===== config.mk =====
export PLATFORM = sky130hd
export DESIGN_NAME = wb_arbiter_flat
export DESIGN_NICKNAME = d
export VERILOG_FILES = /design/src/design/bus_pkg.sv /design/src/design/wb_if.sv /design/src/design/wb_arbiter.sv /design/src/flat_wrapper.sv
export SDC_FILE = /design/constraint.sdc
export NUM_CORES = 1
export LEC_CHECK = 0
export ABC_AREA = 1
export BUFFER_PORTS_ARGS = -buffer_cell sky130_fd_sc_hd__buf_2
export CAP_MARGIN = 20
export CORE_AREA = 4 4 156 158
export CTS_BUF_LIST = sky130_fd_sc_hd__clkbuf_4
export DETAILED_ROUTE_END_ITERATION = 10
export DIE_AREA = 0 0 160 162
export PLACE_DENSITY = 0.46
export SETUP_SLACK_MARGIN = 0.3
export SYNTH_ARGS = -nofsm -noshare
export SYNTH_HDL_FRONTEND = slang
export SYNTH_SLANG_ARGS = --single-unit
export TNS_END_PERCENT = 30

===== constraint.sdc =====
create_clock -name clk -period 3.3 [get_ports clk]
set_input_delay 0.99 -clock clk [delete_from_list [all_inputs] [get_ports clk]]
set_output_delay 0.99 -clock clk [all_outputs]
set_load 0.03 [all_outputs]

===== src/design/bus_pkg.sv =====
package bus_pkg;

	localparam int ADDR_W = 32;
	localparam int DATA_W = 32;

	localparam int RAM_WORDS = 1024;

	// test programs leave their result here
	localparam logic [ADDR_W-1:0] RESULT_ADDR = 32'h0000_0100;

	// lower index wins arbitration
	localparam int MASTER_HOST  = 0;
	localparam int MASTER_DATA  = 1;
	localparam int MASTER_INSTR = 2;
	localparam int MASTER_NUM   = 3;

endpackage


===== src/design/wb_if.sv =====
`timescale 1ns/10ps

interface wb_if;

	logic                      cyc;
	logic                      stb;
	logic                      we;
	logic [bus_pkg::ADDR_W-1:0] adr;
	logic [bus_pkg::DATA_W-1:0] dat_w;
	logic [bus_pkg::DATA_W-1:0] dat_r;
	logic                      ack;

	modport master (
		output cyc, stb, we, adr, dat_w,
		input  dat_r, ack
	);

	modport slave (
		input  cyc, stb, we, adr, dat_w,
		output dat_r, ack
	);

endinterface


===== src/design/wb_arbiter.sv =====
`timescale 1ns/10ps

module wb_arbiter (
	input  logic clk,
	input  logic rst,
	wb_if.slave  m_host,
	wb_if.slave  m_data,
	wb_if.slave  m_instr,
	wb_if.master s
);

	localparam int IDX_W = $clog2(bus_pkg::MASTER_NUM);

	logic [bus_pkg::MASTER_NUM-1:0] req;
	logic [bus_pkg::MASTER_NUM-1:0] own;
	logic                           gnt_valid;
	logic [IDX_W-1:0]               gnt_idx;
	logic [IDX_W-1:0]               pick_idx;

	assign req[bus_pkg::MASTER_HOST]  = m_host.cyc;
	assign req[bus_pkg::MASTER_DATA]  = m_data.cyc;
	assign req[bus_pkg::MASTER_INSTR] = m_instr.cyc;

	// lowest requesting index
	always_comb begin
		pick_idx = '0;
		for (int i = bus_pkg::MASTER_NUM - 1; i >= 0; i--)
			if (req[i])
				pick_idx = IDX_W'(i);
	end

	// rearbitrate only once the owner has let go of cyc
	always_ff @(posedge clk) begin
		if (rst) begin
			gnt_valid <= 1'b0;
			gnt_idx   <= '0;
		end else if (!gnt_valid || !req[gnt_idx]) begin
			gnt_valid <= |req;
			gnt_idx   <= pick_idx;
		end
	end

	always_comb begin
		for (int i = 0; i < bus_pkg::MASTER_NUM; i++)
			own[i] = gnt_valid && gnt_idx == IDX_W'(i);
	end

	always_comb begin
		s.cyc   = 1'b0;
		s.stb   = 1'b0;
		s.we    = 1'b0;
		s.adr   = '0;
		s.dat_w = '0;
		if (own[bus_pkg::MASTER_HOST]) begin
			s.cyc   = m_host.cyc;
			s.stb   = m_host.stb;
			s.we    = m_host.we;
			s.adr   = m_host.adr;
			s.dat_w = m_host.dat_w;
		end else if (own[bus_pkg::MASTER_DATA]) begin
			s.cyc   = m_data.cyc;
			s.stb   = m_data.stb;
			s.we    = m_data.we;
			s.adr   = m_data.adr;
			s.dat_w = m_data.dat_w;
		end else if (own[bus_pkg::MASTER_INSTR]) begin
			s.cyc   = m_instr.cyc;
			s.stb   = m_instr.stb;
			s.we    = m_instr.we;
			s.adr   = m_instr.adr;
			s.dat_w = m_instr.dat_w;
		end
	end

	// waiting masters see no ack
	assign m_host.ack    = own[bus_pkg::MASTER_HOST] & s.ack;
	assign m_data.ack    = own[bus_pkg::MASTER_DATA] & s.ack;
	assign m_instr.ack   = own[bus_pkg::MASTER_INSTR] & s.ack;
	assign m_host.dat_r  = own[bus_pkg::MASTER_HOST] ? s.dat_r : '0;
	assign m_data.dat_r  = own[bus_pkg::MASTER_DATA] ? s.dat_r : '0;
	assign m_instr.dat_r = own[bus_pkg::MASTER_INSTR] ? s.dat_r : '0;

endmodule


===== src/flat_wrapper.sv =====
// flat-port wrapper written by rule: the top's interface ports become plain ports
module wb_arbiter_flat 
  (clk, rst, m_host_cyc, m_host_stb, m_host_we, m_host_adr, m_host_dat_w, m_host_dat_r, m_host_ack, m_data_cyc, m_data_stb, m_data_we, m_data_adr, m_data_dat_w, m_data_dat_r, m_data_ack, m_instr_cyc, m_instr_stb, m_instr_we, m_instr_adr, m_instr_dat_w, m_instr_dat_r, m_instr_ack, s_cyc, s_stb, s_we, s_adr, s_dat_w, s_dat_r, s_ack);
  wb_if m_host_i ();
  wb_if m_data_i ();
  wb_if m_instr_i ();
  wb_if s_i ();
  input  logic clk;
  input  logic rst;
  input wire logic [$bits(m_host_i.cyc)-1:0] m_host_cyc;
  input wire logic [$bits(m_host_i.stb)-1:0] m_host_stb;
  input wire logic [$bits(m_host_i.we)-1:0] m_host_we;
  input wire logic [$bits(m_host_i.adr)-1:0] m_host_adr;
  input wire logic [$bits(m_host_i.dat_w)-1:0] m_host_dat_w;
  output wire logic [$bits(m_host_i.dat_r)-1:0] m_host_dat_r;
  output wire logic [$bits(m_host_i.ack)-1:0] m_host_ack;
  input wire logic [$bits(m_data_i.cyc)-1:0] m_data_cyc;
  input wire logic [$bits(m_data_i.stb)-1:0] m_data_stb;
  input wire logic [$bits(m_data_i.we)-1:0] m_data_we;
  input wire logic [$bits(m_data_i.adr)-1:0] m_data_adr;
  input wire logic [$bits(m_data_i.dat_w)-1:0] m_data_dat_w;
  output wire logic [$bits(m_data_i.dat_r)-1:0] m_data_dat_r;
  output wire logic [$bits(m_data_i.ack)-1:0] m_data_ack;
  input wire logic [$bits(m_instr_i.cyc)-1:0] m_instr_cyc;
  input wire logic [$bits(m_instr_i.stb)-1:0] m_instr_stb;
  input wire logic [$bits(m_instr_i.we)-1:0] m_instr_we;
  input wire logic [$bits(m_instr_i.adr)-1:0] m_instr_adr;
  input wire logic [$bits(m_instr_i.dat_w)-1:0] m_instr_dat_w;
  output wire logic [$bits(m_instr_i.dat_r)-1:0] m_instr_dat_r;
  output wire logic [$bits(m_instr_i.ack)-1:0] m_instr_ack;
  output wire logic [$bits(s_i.cyc)-1:0] s_cyc;
  output wire logic [$bits(s_i.stb)-1:0] s_stb;
  output wire logic [$bits(s_i.we)-1:0] s_we;
  output wire logic [$bits(s_i.adr)-1:0] s_adr;
  output wire logic [$bits(s_i.dat_w)-1:0] s_dat_w;
  input wire logic [$bits(s_i.dat_r)-1:0] s_dat_r;
  input wire logic [$bits(s_i.ack)-1:0] s_ack;
  assign m_host_i.cyc = m_host_cyc;
  assign m_host_i.stb = m_host_stb;
  assign m_host_i.we = m_host_we;
  assign m_host_i.adr = m_host_adr;
  assign m_host_i.dat_w = m_host_dat_w;
  assign m_host_dat_r = m_host_i.dat_r;
  assign m_host_ack = m_host_i.ack;
  assign m_data_i.cyc = m_data_cyc;
  assign m_data_i.stb = m_data_stb;
  assign m_data_i.we = m_data_we;
  assign m_data_i.adr = m_data_adr;
  assign m_data_i.dat_w = m_data_dat_w;
  assign m_data_dat_r = m_data_i.dat_r;
  assign m_data_ack = m_data_i.ack;
  assign m_instr_i.cyc = m_instr_cyc;
  assign m_instr_i.stb = m_instr_stb;
  assign m_instr_i.we = m_instr_we;
  assign m_instr_i.adr = m_instr_adr;
  assign m_instr_i.dat_w = m_instr_dat_w;
  assign m_instr_dat_r = m_instr_i.dat_r;
  assign m_instr_ack = m_instr_i.ack;
  assign s_cyc = s_i.cyc;
  assign s_stb = s_i.stb;
  assign s_we = s_i.we;
  assign s_adr = s_i.adr;
  assign s_dat_w = s_i.dat_w;
  assign s_i.dat_r = s_dat_r;
  assign s_i.ack = s_ack;
  wb_arbiter u_core (.clk(clk), .rst(rst), .m_host(m_host_i), .m_data(m_data_i), .m_instr(m_instr_i), .s(s_i));
endmodule

# After elaboration in Yosys (flattened, before gate mapping)
# Index checks and enable logic that the tools add are counted.
# Widths: inputs -> output; s select.
[word_totals]
ff_bits = 3
input_bits = 236
output_inout_bits = 166
[classes]
magnitude_cmp = 1
eq_ne = 2
mux = 23
bitwise_logic = 3
n_reduce_logical = 8
[ops]
columns = ["op", "count"]
rows = [
  ["$mux 32", 9],
  ["$mux 1", 10],
  ["$mux 2", 3],
  ["$and 1x1->1", 3],
  ["$logic_and 1x1->1", 3],
  ["$lt 2x3->1 const B", 1],
  ["$reduce_or 3->1", 1],
  ["$bmux 1 s2", 1],
  ["$eq 2x1->1 const B", 1],
  ["$eq 2x2->1 const B", 1],
  ["$logic_not 1->1", 2],
  ["$logic_not 2->1", 1],
  ["$logic_or 1x1->1", 1],
]

# Depth between registers and ports, before layout
[depth]
word_depth = 5
depth_mapped = 6

# Worst setup path before layout
# No wires, ideal clock.
[synth_timing]
path_kind = "input to output"
start = "input m_instr_adr[0]"
end = "output s_adr[0]"
t_arrival_ps = 1553
slack_ps = 757
path_stages = 2
path_cell_list = "inv_1 o221ai_1"
[synth_between]
elab_chain_len = 3
[synth_rtl]
columns = ["item", "line_no", "text"]
rows = [
  ["start, declared", "flat_wrapper.sv:27", "input wire logic [$bits(m_instr_i.adr)-1:0] m_instr_adr;"],
  ["$mux 32", "wb_arbiter.sv:66", "end else if (own[bus_pkg::MASTER_INSTR]) begin"],
  ["$mux 32", "wb_arbiter.sv:60", "end else if (own[bus_pkg::MASTER_DATA]) begin"],
  ["$mux 32", "wb_arbiter.sv:54", "if (own[bus_pkg::MASTER_HOST]) begin"],
  ["end, declared", "flat_wrapper.sv:34", "output wire logic [$bits(s_i.adr)-1:0] s_adr;"],
]
# Every way passes these cells.

# Worst setup path after layout
[layout_timing]
start = "register u_core.gnt_valid"
end = "output s_dat_w[27]"
[layout_between]
elab_chain_len = 4
elab_cells_between_ends = 6
classes_between = "mux (3); reduce/logical (3)"
[layout_rtl]
columns = ["item", "line_no", "text"]
rows = [
  ["start, declared", "wb_arbiter.sv:16", "logic gnt_valid;"],
  ["start signal, assigned", "wb_arbiter.sv:38", "gnt_valid <= |req;"],
  ["$logic_and 1x1->1", "wb_arbiter.sv:45", "own[i] = gnt_valid && gnt_idx == IDX_W'(i);"],
  ["$mux 32", "wb_arbiter.sv:66", ""],
  ["$mux 32", "wb_arbiter.sv:60", ""],
  ["$mux 32 *", "wb_arbiter.sv:54", ""],
  ["end, declared", "flat_wrapper.sv:35", "output wire logic [$bits(s_i.dat_w)-1:0] s_dat_w;"],
]
# Every way passes the cells marked *; elsewhere a longest branch is shown, timed or not.

==> metrics <==
status finished, final reports clean; Port Buffers 401; DRT Pass-1 Iters 4; Post-DP HPWL 12000 um; total grt overflow 0; TritonCTS Buffers 3; reg2reg end u_core.gnt_idx[1]; CP Data Required Time 2.31 ns; Yosys reg bits 3; fillers 2677; DR DRC count 0; TNS Setup 0 ns; PD cells 211 mW/mm^2; vias in the first global route 3996; initial antenna violation count 0; CTS tree built; total core area 0.0231 mm^2; Worst Hold Class reg -> reg; top post-synthesis cells by area inv_1 29%, o221ai_1 26%, nor2_1 18%; Routed Antenna Nets 0; crit-path max FO 30; Worst-path clk slew 0.04 ns; synthesized area per cell 4.80 um^2; NumNets Final 1078; vias after detailed routing 4227; Initial Util 9.54%; Crit path largest cell delay 0.53 ns; I/O pin cnt 402; Synth top area share 29.1%; Worst Setup EP s_dat_w[27]; H-tree depth 1; Post-Route WL 14100 um; Worst slew margin 75.0%; Die Height 162 um; min cycle time layout 2.89 ns; Min Hold Slack 0.705 ns; diode count 0; Worst setup startpoint u_core.gnt_valid; Worst-Margin Slew 0.375 ns; Worst path slowest cell dfxtp_1; final hold vios 0; clock latency at the later pin of the worst-skew pair 0.23 ns; period utilization 87.5%; WP data arrival 1.90 ns; die area 0.0259 mm^2; Netlist cell types 14; share of layout cells above drive strength 1 49.3%; Synth area leader inv_1; FF-to-FF path depth 5; Pleak 3.30 nW; Highest Clock Rate 0.346 GHz; WL/cell 12.5 um; routability cong. 0.821; worst path buffer plus inverter count 2; Global Route Usage Sum 9.56%; CTS Root Cell clkbuf_4; Die Wd 160 um; post-CTS setup buffer count 0; global-route wire length before repair 20400 um; register area 60.1 um^2; CTS sink cnt 3; r2r setup slk 2.11 ns; Worst Setup End Kind output port; Mapped Nets 696; # setup viols final 0; yosys warns 0; crit-path leading delay family buffers and inverters; peak supply drop 0.0884 mV; initial DRC count 150; crit path cell chain nor3b_4 -> buf_4 -> nand2_1 -> o221ai_1 -> buf_2; Cell Area, Synth 0.00221 mm^2; most common cell after layout, fill and taps aside buf_2; multi-input logic area 0.00135 mm^2; gate count of the mapped netlist 460; final clock skew 0.00142 ns; Max clock buf depth 2; post-synthesis sequential area ratio 2.72%; count of pins over their slew limit 0; Crit Path Class reg -> out; average vias per placed instance 3.74; Syn-to-layout area delta 106%; WP depth 5; Max Cap Viol 0; row count 56; CP startpoint kind flop; highest-count cells in the layout ignoring fill and taps 401 x buf_2, 171 x inv_1, 106 x nor2_1; largest net degree at the start of global routing 54; Reg-to-Reg Start u_core.gnt_idx[1]; RSZ-0062 raised after global routing yes
[synth_stat cells]
library cell,instances
a21oi_1,1
buf_2,20
buf_4,10
clkbuf_1,1
dfxtp_1,3
inv_1,171
nand2_1,69
nand3_1,7
nand3_2,2
nand4_1,2
nor2_1,106
nor3_1,1
nor3b_2,1
o221ai_1,66
[cells by family after synthesis]
group | share of synthesized area (%)
AO/OA/AOI/OAI | 26.4
flip-flops | 2.72
buffers and inverters | 37.2
AND/OR/NAND/NOR | 33.6
[power by group]
group | internal [W] | leakage [nW] | switching, W
logic | 0.000283 | 3.26 | 0.000559
registers | 0.0000395 | 0.0249 | 0.00000760
clock network | 0.0000535 | 0.0184 | 0.0000191
total | 0.000376 | 3.30 | 0.000585
[worst min path at each step]
stage	start	end	slack [ns]	cells past startpoint
floorplan	u_core.gnt_valid	u_core.gnt_idx[0]	0.62	4
global placement	u_core.gnt_valid	u_core.gnt_idx[0]	0.69	3
detailed placement	u_core.gnt_valid	u_core.gnt_idx[0]	0.70	3
CTS	u_core.gnt_valid	u_core.gnt_idx[0]	0.71	3
global route	u_core.gnt_valid	u_core.gnt_idx[0]	0.76	3
finish	u_core.gnt_valid	u_core.gnt_idx[0]	0.71	3
[what timing repair did]
action                                  in CTS  in global routing
endpoints found under the setup margin       0                 24
resized for setup                            0                  2
hold buffers                                 0                  0
[flip-flops by register name, indices dropped and copies added, names as in the netlist]
name,cells
u_core.gnt_valid,1
u_core.gnt_idx,2
[worst register-to-register path: stages, from the launching register on]
cell	delay, ns
dfxtp_1	0.48
inv_1	0.17
nand4_1	0.11
nand3_1	0.14
nor2_1	0.13
nor2_1	0.05
[per-layer routing]
| layer | GRT usage [%] | wire, um | share of wire (%) |
|---|---|---|---|
| met1 | 10.8 | 5480 | 39 |
| met2 | 18.4 | 7190 | 51 |
| met3 | 2.13 | 1300 | 9.2 |
| met4 | 1.88 | 176 | 1.2 |
| met5 | 0 | 0 | 0 |
[per-stage QoR]
step	power, W	util (%)	area (um^2)	setup slack, ns	instances
2_1_floorplan	0.000567	-	2210	0.757	460
5_1_grt	0.00104	19.7	4550	0.252	1131
3_5_place_dp	0.000896	19.5	4510	0.598	1127
4_1_cts	0.000974	19.6	4540	0.339	1131
3_3_place_gp	0.000897	19.5	4510	0.585	1127
6_report	0.000961	19.7	4550	0.413	1131
[layout make-up]
class                           instances  share of cell area [%]
Timing Repair Buffer                  408                    46.3
Multi-Input combinational cell        255                    29.6
Inverter                              171                    14.1
Tap cell                              290                    7.98
Sequential cell                         3                    1.32
Clock buffer                            4                   0.661
Note: power is estimated with default switching activity, not from simulation.
