## src/design/bus_pkg.sv

```systemverilog
package bus_pkg;

	localparam int ADDR_W = 32;
	localparam int DATA_W = 32;

	localparam int RAM_WORDS = 1024;

	// test programs leave their result here
	localparam logic [ADDR_W-1:0] RESULT_ADDR = 32'h0000_0100;

	// lower index wins arbitration
	localparam int MASTER_HOST  = 0;
	localparam int MASTER_DATA  = 1;
	localparam int MASTER_INSTR = 2;
	localparam int MASTER_NUM   = 3;

endpackage

```

## src/design/cpu_pkg.sv

```systemverilog
package cpu_pkg;

	typedef enum logic [3:0] {
		OP_ADD  = 4'd0,
		OP_SUB  = 4'd1,
		OP_AND  = 4'd2,
		OP_OR   = 4'd3,
		OP_XOR  = 4'd4,
		OP_SLT  = 4'd5,
		OP_ADDI = 4'd6,
		OP_LUI  = 4'd7,
		OP_LW   = 4'd8,
		OP_SW   = 4'd9,
		OP_BEQ  = 4'd10,
		OP_BNE  = 4'd11,
		OP_HALT = 4'd12
	} opcode_e;

	typedef enum logic [2:0] {
		IDLE,
		FETCH,
		EXEC,
		MEM,
		HALTED
	} core_state_e;

	// instruction field positions
	localparam int OP_HI  = 31;
	localparam int OP_LO  = 28;
	localparam int RD_HI  = 27;
	localparam int RD_LO  = 24;
	localparam int RS_HI  = 23;
	localparam int RS_LO  = 20;
	localparam int RT_HI  = 19;
	localparam int RT_LO  = 16;
	localparam int IMM_HI = 15;
	localparam int IMM_LO = 0;

	localparam int REG_NUM    = 16;
	localparam int REG_ADDR_W = 4;

	localparam logic [31:0] RESET_PC = 32'h0000_0000;

endpackage
```

## src/design/wb_if.sv

```systemverilog
`timescale 1ns/10ps

interface wb_if;

	logic                      cyc;
	logic                      stb;
	logic                      we;
	logic [bus_pkg::ADDR_W-1:0] adr;
	logic [bus_pkg::DATA_W-1:0] dat_w;
	logic [bus_pkg::DATA_W-1:0] dat_r;
	logic                      ack;

	modport master (
		output cyc, stb, we, adr, dat_w,
		input  dat_r, ack
	);

	modport slave (
		input  cyc, stb, we, adr, dat_w,
		output dat_r, ack
	);

endinterface

```

## src/design/cpu_core.sv

```systemverilog
`timescale 1ns/10ps

module cpu_core (
	input  logic clk,
	input  logic rst,
	input  logic run,
	output logic halted,
	wb_if.master ibus,
	wb_if.master dbus
);

	cpu_pkg::core_state_e state;

	logic [31:0] pc;
	logic [31:0] pc_next;
	logic [31:0] ir;

	// data access request, held stable for the whole bus cycle
	logic        mem_we;
	logic [31:0] mem_adr;
	logic [31:0] mem_wdata;

	cpu_pkg::opcode_e                op;
	logic [cpu_pkg::REG_ADDR_W-1:0] rd;
	logic [cpu_pkg::REG_ADDR_W-1:0] rs;
	logic [cpu_pkg::REG_ADDR_W-1:0] rt;
	logic [cpu_pkg::IMM_HI:0]       imm;

	logic [31:0] rs_val;
	logic [31:0] rt_val;
	logic [31:0] alu_result;
	logic [31:0] alu_mem_addr;
	logic        branch_taken;
	logic [31:0] branch_target;
	logic        is_alu_op;

	logic        rf_we;
	logic [31:0] rf_wdata;

	assign op  = cpu_pkg::opcode_e'(ir[cpu_pkg::OP_HI:cpu_pkg::OP_LO]);
	assign rd  = ir[cpu_pkg::RD_HI:cpu_pkg::RD_LO];
	assign rs  = ir[cpu_pkg::RS_HI:cpu_pkg::RS_LO];
	assign rt  = ir[cpu_pkg::RT_HI:cpu_pkg::RT_LO];
	assign imm = ir[cpu_pkg::IMM_HI:cpu_pkg::IMM_LO];

	assign pc_next   = pc + 32'd4;
	assign is_alu_op = op inside {cpu_pkg::OP_ADD, cpu_pkg::OP_SUB, cpu_pkg::OP_AND,
	                              cpu_pkg::OP_OR, cpu_pkg::OP_XOR, cpu_pkg::OP_SLT,
	                              cpu_pkg::OP_ADDI, cpu_pkg::OP_LUI};

	regfile i_regfile (
		.clk     ( clk      ),
		.rst     ( rst      ),
		.raddr_a ( rs       ),
		.raddr_b ( rt       ),
		.rdata_a ( rs_val   ),
		.rdata_b ( rt_val   ),
		.we      ( rf_we    ),
		.waddr   ( rd       ),
		.wdata   ( rf_wdata )
	);

	alu_exec i_alu_exec (
		.op            ( op            ),
		.rs_val        ( rs_val        ),
		.rt_val        ( rt_val        ),
		.imm           ( imm           ),
		.pc_next       ( pc_next       ),
		.result        ( alu_result    ),
		.mem_addr      ( alu_mem_addr  ),
		.branch_taken  ( branch_taken  ),
		.branch_target ( branch_target )
	);

	// writeback from execute or from a completed load
	always_comb begin
		rf_we    = 1'b0;
		rf_wdata = alu_result;
		if (state == cpu_pkg::EXEC && is_alu_op) begin
			rf_we = 1'b1;
		end else if (state == cpu_pkg::MEM && dbus.ack && !mem_we) begin
			rf_we    = 1'b1;
			rf_wdata = dbus.dat_r;
		end
	end

	always_ff @(posedge clk) begin
		if (rst) begin
			state <= cpu_pkg::IDLE;
			pc    <= cpu_pkg::RESET_PC;
		end else begin
			case (state)
				cpu_pkg::IDLE: begin
					if (run) begin
						state <= cpu_pkg::FETCH;
						pc    <= cpu_pkg::RESET_PC;
					end
				end
				cpu_pkg::FETCH: begin
					if (ibus.ack)
						state <= cpu_pkg::EXEC;
				end
				cpu_pkg::EXEC: begin
					if (op == cpu_pkg::OP_HALT) begin
						state <= cpu_pkg::HALTED;
					end else if (op == cpu_pkg::OP_LW || op == cpu_pkg::OP_SW) begin
						state <= cpu_pkg::MEM;
					end else begin
						state <= cpu_pkg::FETCH;
						pc    <= branch_taken ? branch_target : pc_next;
					end
				end
				cpu_pkg::MEM: begin
					if (dbus.ack) begin
						state <= cpu_pkg::FETCH;
						pc    <= pc_next;
					end
				end
				cpu_pkg::HALTED: begin
					if (!run)
						state <= cpu_pkg::IDLE;
				end
				default: state <= cpu_pkg::IDLE;
			endcase
		end
	end

	always_ff @(posedge clk) begin
		if (state == cpu_pkg::FETCH && ibus.ack)
			ir <= ibus.dat_r;
		if (state == cpu_pkg::EXEC) begin
			mem_we    <= (op == cpu_pkg::OP_SW);
			mem_adr   <= alu_mem_addr;
			mem_wdata <= rt_val;
		end
	end

	assign ibus.cyc   = (state == cpu_pkg::FETCH);
	assign ibus.stb   = (state == cpu_pkg::FETCH);
	assign ibus.we    = 1'b0;
	assign ibus.adr   = pc;
	assign ibus.dat_w = '0;

	assign dbus.cyc   = (state == cpu_pkg::MEM);
	assign dbus.stb   = (state == cpu_pkg::MEM);
	assign dbus.we    = mem_we;
	assign dbus.adr   = mem_adr;
	assign dbus.dat_w = mem_wdata;

	assign halted = (state == cpu_pkg::HALTED);

endmodule

```

## src/design/alu_exec.sv

```systemverilog
`timescale 1ns/10ps

module alu_exec (
	input  cpu_pkg::opcode_e         op,
	input  logic [31:0]              rs_val,
	input  logic [31:0]              rt_val,
	input  logic [cpu_pkg::IMM_HI:0] imm,
	input  logic [31:0]              pc_next,
	output logic [31:0]              result,
	output logic [31:0]              mem_addr,
	output logic                     branch_taken,
	output logic [31:0]              branch_target
);

	logic [31:0] imm_sext;
	logic        operands_eq;

	assign imm_sext    = {{(31 - cpu_pkg::IMM_HI){imm[cpu_pkg::IMM_HI]}}, imm};
	assign operands_eq = (rs_val == rt_val);

	always_comb begin
		case (op)
			cpu_pkg::OP_ADD:  result = rs_val + rt_val;
			cpu_pkg::OP_SUB:  result = rs_val - rt_val;
			cpu_pkg::OP_AND:  result = rs_val & rt_val;
			cpu_pkg::OP_OR:   result = rs_val | rt_val;
			cpu_pkg::OP_XOR:  result = rs_val ^ rt_val;
			cpu_pkg::OP_SLT:  result = {31'b0, $signed(rs_val) < $signed(rt_val)};
			cpu_pkg::OP_ADDI: result = rs_val + imm_sext;
			// lower half cleared
			cpu_pkg::OP_LUI:  result = {imm, 16'h0000};
			default:          result = '0;
		endcase
	end

	assign mem_addr = rs_val + imm_sext;

	assign branch_taken = (op == cpu_pkg::OP_BEQ &&  operands_eq) ||
	                      (op == cpu_pkg::OP_BNE && !operands_eq);

	// word offset relative to the following instruction
	assign branch_target = pc_next + {imm_sext[29:0], 2'b00};

endmodule

```

## src/design/regfile.sv

```systemverilog
`timescale 1ns/10ps

module regfile (
	input  logic                          clk,
	input  logic                          rst,
	input  logic [cpu_pkg::REG_ADDR_W-1:0] raddr_a,
	input  logic [cpu_pkg::REG_ADDR_W-1:0] raddr_b,
	output logic [31:0]                   rdata_a,
	output logic [31:0]                   rdata_b,
	input  logic                          we,
	input  logic [cpu_pkg::REG_ADDR_W-1:0] waddr,
	input  logic [31:0]                   wdata
);

	logic [31:0] regs [cpu_pkg::REG_NUM];

	// r0 is never written, so it keeps its reset value
	always_ff @(posedge clk) begin
		if (rst) begin
			for (int i = 0; i < cpu_pkg::REG_NUM; i++)
				regs[i] <= '0;
		end else if (we && waddr != '0) begin
			regs[waddr] <= wdata;
		end
	end

	assign rdata_a = regs[raddr_a];
	assign rdata_b = regs[raddr_b];

endmodule

```

## src/flat_wrapper.sv

```systemverilog
// flat-port wrapper written by rule: the top's interface ports become plain ports
module cpu_core_flat 
  (clk, rst, run, halted, ibus_cyc, ibus_stb, ibus_we, ibus_adr, ibus_dat_w, ibus_dat_r, ibus_ack, dbus_cyc, dbus_stb, dbus_we, dbus_adr, dbus_dat_w, dbus_dat_r, dbus_ack);
  wb_if ibus_i ();
  wb_if dbus_i ();
  input  logic clk;
  input  logic rst;
  input  logic run;
  output logic halted;
  output wire logic [$bits(ibus_i.cyc)-1:0] ibus_cyc;
  output wire logic [$bits(ibus_i.stb)-1:0] ibus_stb;
  output wire logic [$bits(ibus_i.we)-1:0] ibus_we;
  output wire logic [$bits(ibus_i.adr)-1:0] ibus_adr;
  output wire logic [$bits(ibus_i.dat_w)-1:0] ibus_dat_w;
  input wire logic [$bits(ibus_i.dat_r)-1:0] ibus_dat_r;
  input wire logic [$bits(ibus_i.ack)-1:0] ibus_ack;
  output wire logic [$bits(dbus_i.cyc)-1:0] dbus_cyc;
  output wire logic [$bits(dbus_i.stb)-1:0] dbus_stb;
  output wire logic [$bits(dbus_i.we)-1:0] dbus_we;
  output wire logic [$bits(dbus_i.adr)-1:0] dbus_adr;
  output wire logic [$bits(dbus_i.dat_w)-1:0] dbus_dat_w;
  input wire logic [$bits(dbus_i.dat_r)-1:0] dbus_dat_r;
  input wire logic [$bits(dbus_i.ack)-1:0] dbus_ack;
  assign ibus_cyc = ibus_i.cyc;
  assign ibus_stb = ibus_i.stb;
  assign ibus_we = ibus_i.we;
  assign ibus_adr = ibus_i.adr;
  assign ibus_dat_w = ibus_i.dat_w;
  assign ibus_i.dat_r = ibus_dat_r;
  assign ibus_i.ack = ibus_ack;
  assign dbus_cyc = dbus_i.cyc;
  assign dbus_stb = dbus_i.stb;
  assign dbus_we = dbus_i.we;
  assign dbus_adr = dbus_i.adr;
  assign dbus_dat_w = dbus_i.dat_w;
  assign dbus_i.dat_r = dbus_dat_r;
  assign dbus_i.ack = dbus_ack;
  cpu_core u_core (.clk(clk), .rst(rst), .run(run), .halted(halted), .ibus(ibus_i), .dbus(dbus_i));
endmodule
```

## config.mk

```make
export PLATFORM = sky130hd
export DESIGN_NAME = cpu_core_flat
export DESIGN_NICKNAME = d
export VERILOG_FILES = /design/src/design/bus_pkg.sv /design/src/design/cpu_pkg.sv /design/src/design/wb_if.sv /design/src/design/cpu_core.sv /design/src/design/alu_exec.sv /design/src/design/regfile.sv /design/src/flat_wrapper.sv
export SDC_FILE = /design/constraint.sdc
export NUM_CORES = 1
export LEC_CHECK = 0
export ABC_CLOCK_PERIOD_IN_PS = 10000
export BUFFER_PORTS_ARGS = -buffer_cell sky130_fd_sc_hd__clkbuf_2
export CORE_MARGIN = 2
export CORE_UTILIZATION = 45
export DETAILED_ROUTE_END_ITERATION = 8
export PLACE_DENSITY_LB_ADDON = 0.3
export SETUP_SLACK_MARGIN = 0.2
export SYNTH_ARGS = -nofsm -noshare
export SYNTH_HDL_FRONTEND = slang
export SYNTH_HIERARCHICAL = 1
export SYNTH_SLANG_ARGS = --single-unit
```

## constraint.sdc

```tcl
create_clock -name clk -period 10 [get_ports clk]
set_input_delay 2 -clock clk [delete_from_list [all_inputs] [get_ports clk]]
set_output_delay 2 -clock clk [all_outputs]
set_load 0.02 [all_outputs]
```

* After elaboration in Yosys (flattened, before gate mapping) *
Memories as Yosys holds them, arrays and structs flattened. A register that Yosys moved wholly into a read port is not among the register bits.
Index checks and enable logic that the tools add are counted.

operators by class
  add/subtract/negate cells = 5
  $lt $le $gt $ge = 1
  equality and inequality tests = 23
  mux-type cells = 28
  bitwise operators = 3
  reduce and logical (&&, ||, !) cells = 19

operators with widths
  operator                                              count
  two-way mux 32 bit                                    8
  one-hot mux 32 bit (8 select lines)                   1
  adder 32 bit                                          3
  one-hot mux 32 bit (3 select lines)                   1
  adder 32 x 3 -> 32 bit (second input constant)        1
  AND 32 bit                                            1
  equality test 32 bit                                  1
  < comparator 32 bit                                   1
  bitwise OR 32 bit                                     1
  OR reduction 32 bit                                   1
  subtractor 32 bit                                     1
  bitwise XOR 32 bit                                    1
  equality test 4 bit (second input constant)           5
  equality test 4 x 3 -> 1 bit (second input constant)  4
  two-way mux 3 bit                                     5
  one-hot mux 3 bit (5 select lines)                    1
  two-way mux 4 bit                                     3
  equality test 4 x 2 -> 1 bit (second input constant)  2
  two-way mux 1 bit                                     8
  inequality test 2 bit (second input constant)         4
  nonzero test 8 bit                                    1
  logical AND 1 bit                                     7
  equality test 3 x 2 -> 1 bit (second input constant)  2
  AND reduction 5 bit                                   1
  12 further kinds                                      15

storage, ports and cells
  bits in registers = 132
  memory bits (writable) = 512
  memories = 1

memories
  memory                 words  bits a word  rd ports  clocked after memory_dff  write ports  RTL line       RTL
  u_core.i_regfile.regs  16     32           2         2                         16           regfile.sv:15  logic [31:0] regs [cpu_pkg::REG_NUM];

* Logic depth before layout (Yosys ltp) *
  depth after elaboration = 11
  mapped depth = 23
  mapped depth without buffers = 18

* Hierarchy *
The synthesis kept the hierarchy.

by module, submodules not included
  module    times used  cells an instance  area an instance (sq um)  sequential area each (sq um)
  regfile   1           1652               26330.3                   15374.7
  alu_exec  1           1167               7985.2                    0.0
  cpu_core  1           532                6204.7                    3613.5

* Worst setup path before layout *
Ideal clock, no wire load.

  path kind = register to register
  start point = register u_core.state[1]
  end point = memory u_core.i_regfile.regs[1][0] (enable)
  arrival = 5.126 ns
  required time = 9.625 ns
  path slack = 4.499 ns
  stages on the path, launching flop included = 8
  path through = dfxtp_1 clkbuf_1 nand2b_1 nor2_1 a21o_1 or4b_4 nor2_4 or2_2

RTL lines
  element                   RTL line         RTL
  start: declaration        cpu_core.sv:12   cpu_pkg::core_state_e state;
  start signal: assignment  cpu_core.sv:89   state <= cpu_pkg::IDLE;
  start signal: assignment  cpu_core.sv:95   state <= cpu_pkg::FETCH;
  start signal: assignment  cpu_core.sv:101  state <= cpu_pkg::EXEC;
  end: declaration          regfile.sv:15

==> flow_summary.ini <==
[synth]
synth_edf_count = 609
ys_ff_latch = 644
async_reset_ff_share_pct = 0
ys_warn_count = 6
syn_area_mm2 = 0.0405
syn_area_per_cell_um2 = 12.1
synth_top_flop_cell = edfxtp_1
yosysSeqAreaShare_pct = 46.9
syn_inst = 3351
synthDistinctLibCells = 95

[floorplanning]
fp-row-count = 110
die_w_um = 304
fp.dieH_um = 304
boundaryPins = 204
initial_core_util_pct = 45.2
fp.coreArea_mm2 = 0.0896
die_area_mm2 = 0.0925

[critical_path]
r2r_start = u_core/ir[20]
cp_slowest_stage_delay_ns = 1.28
required_ns = 10.50
cp-start-kind = flop
critPathTopFamily = simple AND/OR/NAND/NOR gates
crit_path_max_fanout = 90
cp-startpoint = u_core/ir[20]
crit_chain = buf_12, mux4_2, a22oi_1, nand2_1, inv_1, ha_1, nor4_1, nand2_1, nor2_1, nand4_1, xnor2_1, nor3_1, nor2b_4, buf_4, nor2_1, and3_1, a32oi_1, o311ai_0
worstSetupPathType = reg -> reg
crit_slowest_cell = nor4_1
endpoint_kind = flop
critPathBufInv = 3
arrival_ns = 7.86

[layout]
finalInstanceArea_mm2 = 0.0448
diodes = 0
drive_above_1_share_pct = 20.0
nets = 3682
area_delta_synth_final_pct = 10.6
instances_no_fill = 4670
final_core_util_pct = 50.0
final_cell_mix = edfxtp_1, and2_1, mux4_2
final_common_cell = edfxtp_1

[power_and_ir_drop]
ir_worst_vdd_mv = 0.108
power_mw = 6.99
power_density_mw_per_mm2 = 156
p_leak_nw = 17.0

[route]
viasPerCell = 6.31
dr.pass1.iters = 6
ant_nets = 0
drt_iter0_drc = 3650
totalWireLength_um = 134000
dr_total_vias = 29500
detail_route.wl_per_cell_um = 28.8
drc = 0

[sta]
fin_crit_sh_pct = 73.7
clock_skew_ns = 0.0365
whs_ns = 0.476
maxSlewViolCount = 4
max_freq_ghz = 0.136
rsz0062_at_grt = no
maxSlewHeadroom_pct = -4.42
fin_ws_ns = 2.63
setup_viol = 0
period_minus_slack_ns = 7.37
tightestPinTransition_ns = 1.55
hold_viol = 0
tns_ns = 0

[global_route]
grt_max_degree = 129
grt_pass1_vias = 29100
grt_pass1_wl_um = 195000
antenna_found_initial = 5
globalRouteOverflowTotal = 0
track_usage_pct = 28.7

[worst_hold_path]
min_from = u_core/ibus.adr[0]
min_path_type = reg -> reg

[placed_design]
pre_cts_ws_ns = 2.95
placed_area_mm2 = 0.0425
dp.cells = 4539
io_buffers = 170
dp.final_hpwl_um = 84700
place.gp.congestion = 0.952

[clocking]
post_cts_buffers = 0
numCtsBuffers = 73
root_buffer = clkbuf_16
cts_tree = built
holdBufCountCts = 0
ctsHtreeMaxLevel = 3
ctsResizeCount = 0
cts.sinks = 644
clkLatencyLatePin_ns = 0.65
path_clk_slew_ns = 0.06
cts_buffer_depth = 3

[run_status]
outcome = finished with violations
failed_checks = max-capacitance violations, max-slew violations

[job]
cap_violations = 1
==> sequential cells by signal (all words and copies together), names as in the netlist <==
name and flops:
u_core/ibus.adr 32, u_core/dbus.we 1, u_core/dbus.adr 32, u_core/dbus.dat_w 32, u_core/i_regfile/regs 512, u_core/ir 32
u_core/state 3
==> cells in the mapped netlist, types with 9 or more instances <==
master | n | area [µm²]
mux2i_1 | 12 | 120
xnor2_1 | 82 | 718
or2_2 | 18 | 113
nand2_1 | 170 | 638
nor4_1 | 12 | 75.1
mux4_2 | 256 | 5770
nand4_1 | 23 | 144
a21oi_1 | 161 | 806
nor2b_1 | 21 | 131
a211oi_1 | 21 | 158
xor2_1 | 29 | 254
mux2_2 | 32 | 360
nor2_1 | 128 | 480
a22oi_1 | 141 | 1060
and3_1 | 18 | 113
ha_1 | 171 | 2140
a31oi_1 | 11 | 68.8
inv_1 | 119 | 447
clkbuf_2 | 9 | 45.0
edfxtp_1 | 609 | 18300
a221oi_1 | 13 | 114
o211ai_1 | 16 | 120
buf_1 | 16 | 60.1
o21bai_1 | 23 | 173
nor3_1 | 37 | 185
o221ai_1 | 11 | 96.3
nand2b_1 | 22 | 138
dfxtp_1 | 35 | 701
buf_4 | 42 | 315
o21ai_1 | 22 | 110
nand3_1 | 46 | 230
o21a_1 | 14 | 105
clkbuf_1 | 181 | 679
and2_1 | 493 | 3080
o31ai_1 | 12 | 90.1
buf_2 | 40 | 200
o21ai_0 | 95 | 475
a21o_1 | 45 | 338
==> cells by family after synthesis <==
| family | after synthesis | share of synthesized area, % |
|---|---|---|
| other | 2 | 0.0185 |
| adders and majority gates | 175 | 5.48 |
| and+or+nand+nor | 1031 | 14.2 |
| buffers and inverters | 408 | 4.32 |
| xor gates and xnor gates | 111 | 2.40 |
| DFF | 644 | 46.9 |
| AOI/OAI and AO/OA | 680 | 11.3 |
| muxes | 300 | 15.4 |
==> power by group <==
group / total, mW / internal (mW) / switching, mW / leakage (nW)
clock network: 2.66 / 1.53 / 1.13 / 1.14
logic: 1.21 / 0.417 / 0.795 / 9.43
registers: 3.11 / 3.05 / 0.0572 / 6.44
==> metal layers <==
| metal | vias up | share of wire (%) | global-route usage, % |
|---|---|---|---|
| met3 | 300 | 11 | 6.06 |
| met1 | 14700 | 39 | 38.3 |
| li1 | 12800 | - | - |
| met4 | 2 | 4.5 | 12.5 |
| met2 | 1758 | 46 | 45.2 |
| met5 | - | 0.0052 | 0 |
==> cell type report <==
type | instances | area [µm²]
clock buffer | 90 | 1950
timing repair buffer | 237 | 1420
multi-input combinational | 2362 | 20200
clock inverter | 41 | 389
sequential | 644 | 19000
inverter | 120 | 450
tap | 1176 | 1470
fill | 7746 | 44800
==> worst paths after layout <==
path | depth (start not counted) | to | slack [ns]
worst max-delay path | 18 | u_core/ibus.adr[24] | 2.63
worst min-delay path | 2 | u_core/ibus.adr[0] | 0.48
worst max register to register | 18 | u_core/ibus.adr[24] | 2.63
worst min register to register | 2 | u_core/ibus.adr[0] | 0.48
==> worst register-to-register path, delay by kind of cell, from the launching register on <==
kind	cells	cell delay, ns
AND/OR/NAND/NOR	9	3.81
buffers and inverters	3	1.19
multiplexers	1	0.76
AO/OA/AOI/OAI	3	0.49
flip-flops	1	0.41
adder cells (fa/ha/maj)	1	0.37
XOR/XNOR	1	0.19
Power figures use the tool's default switching activity.
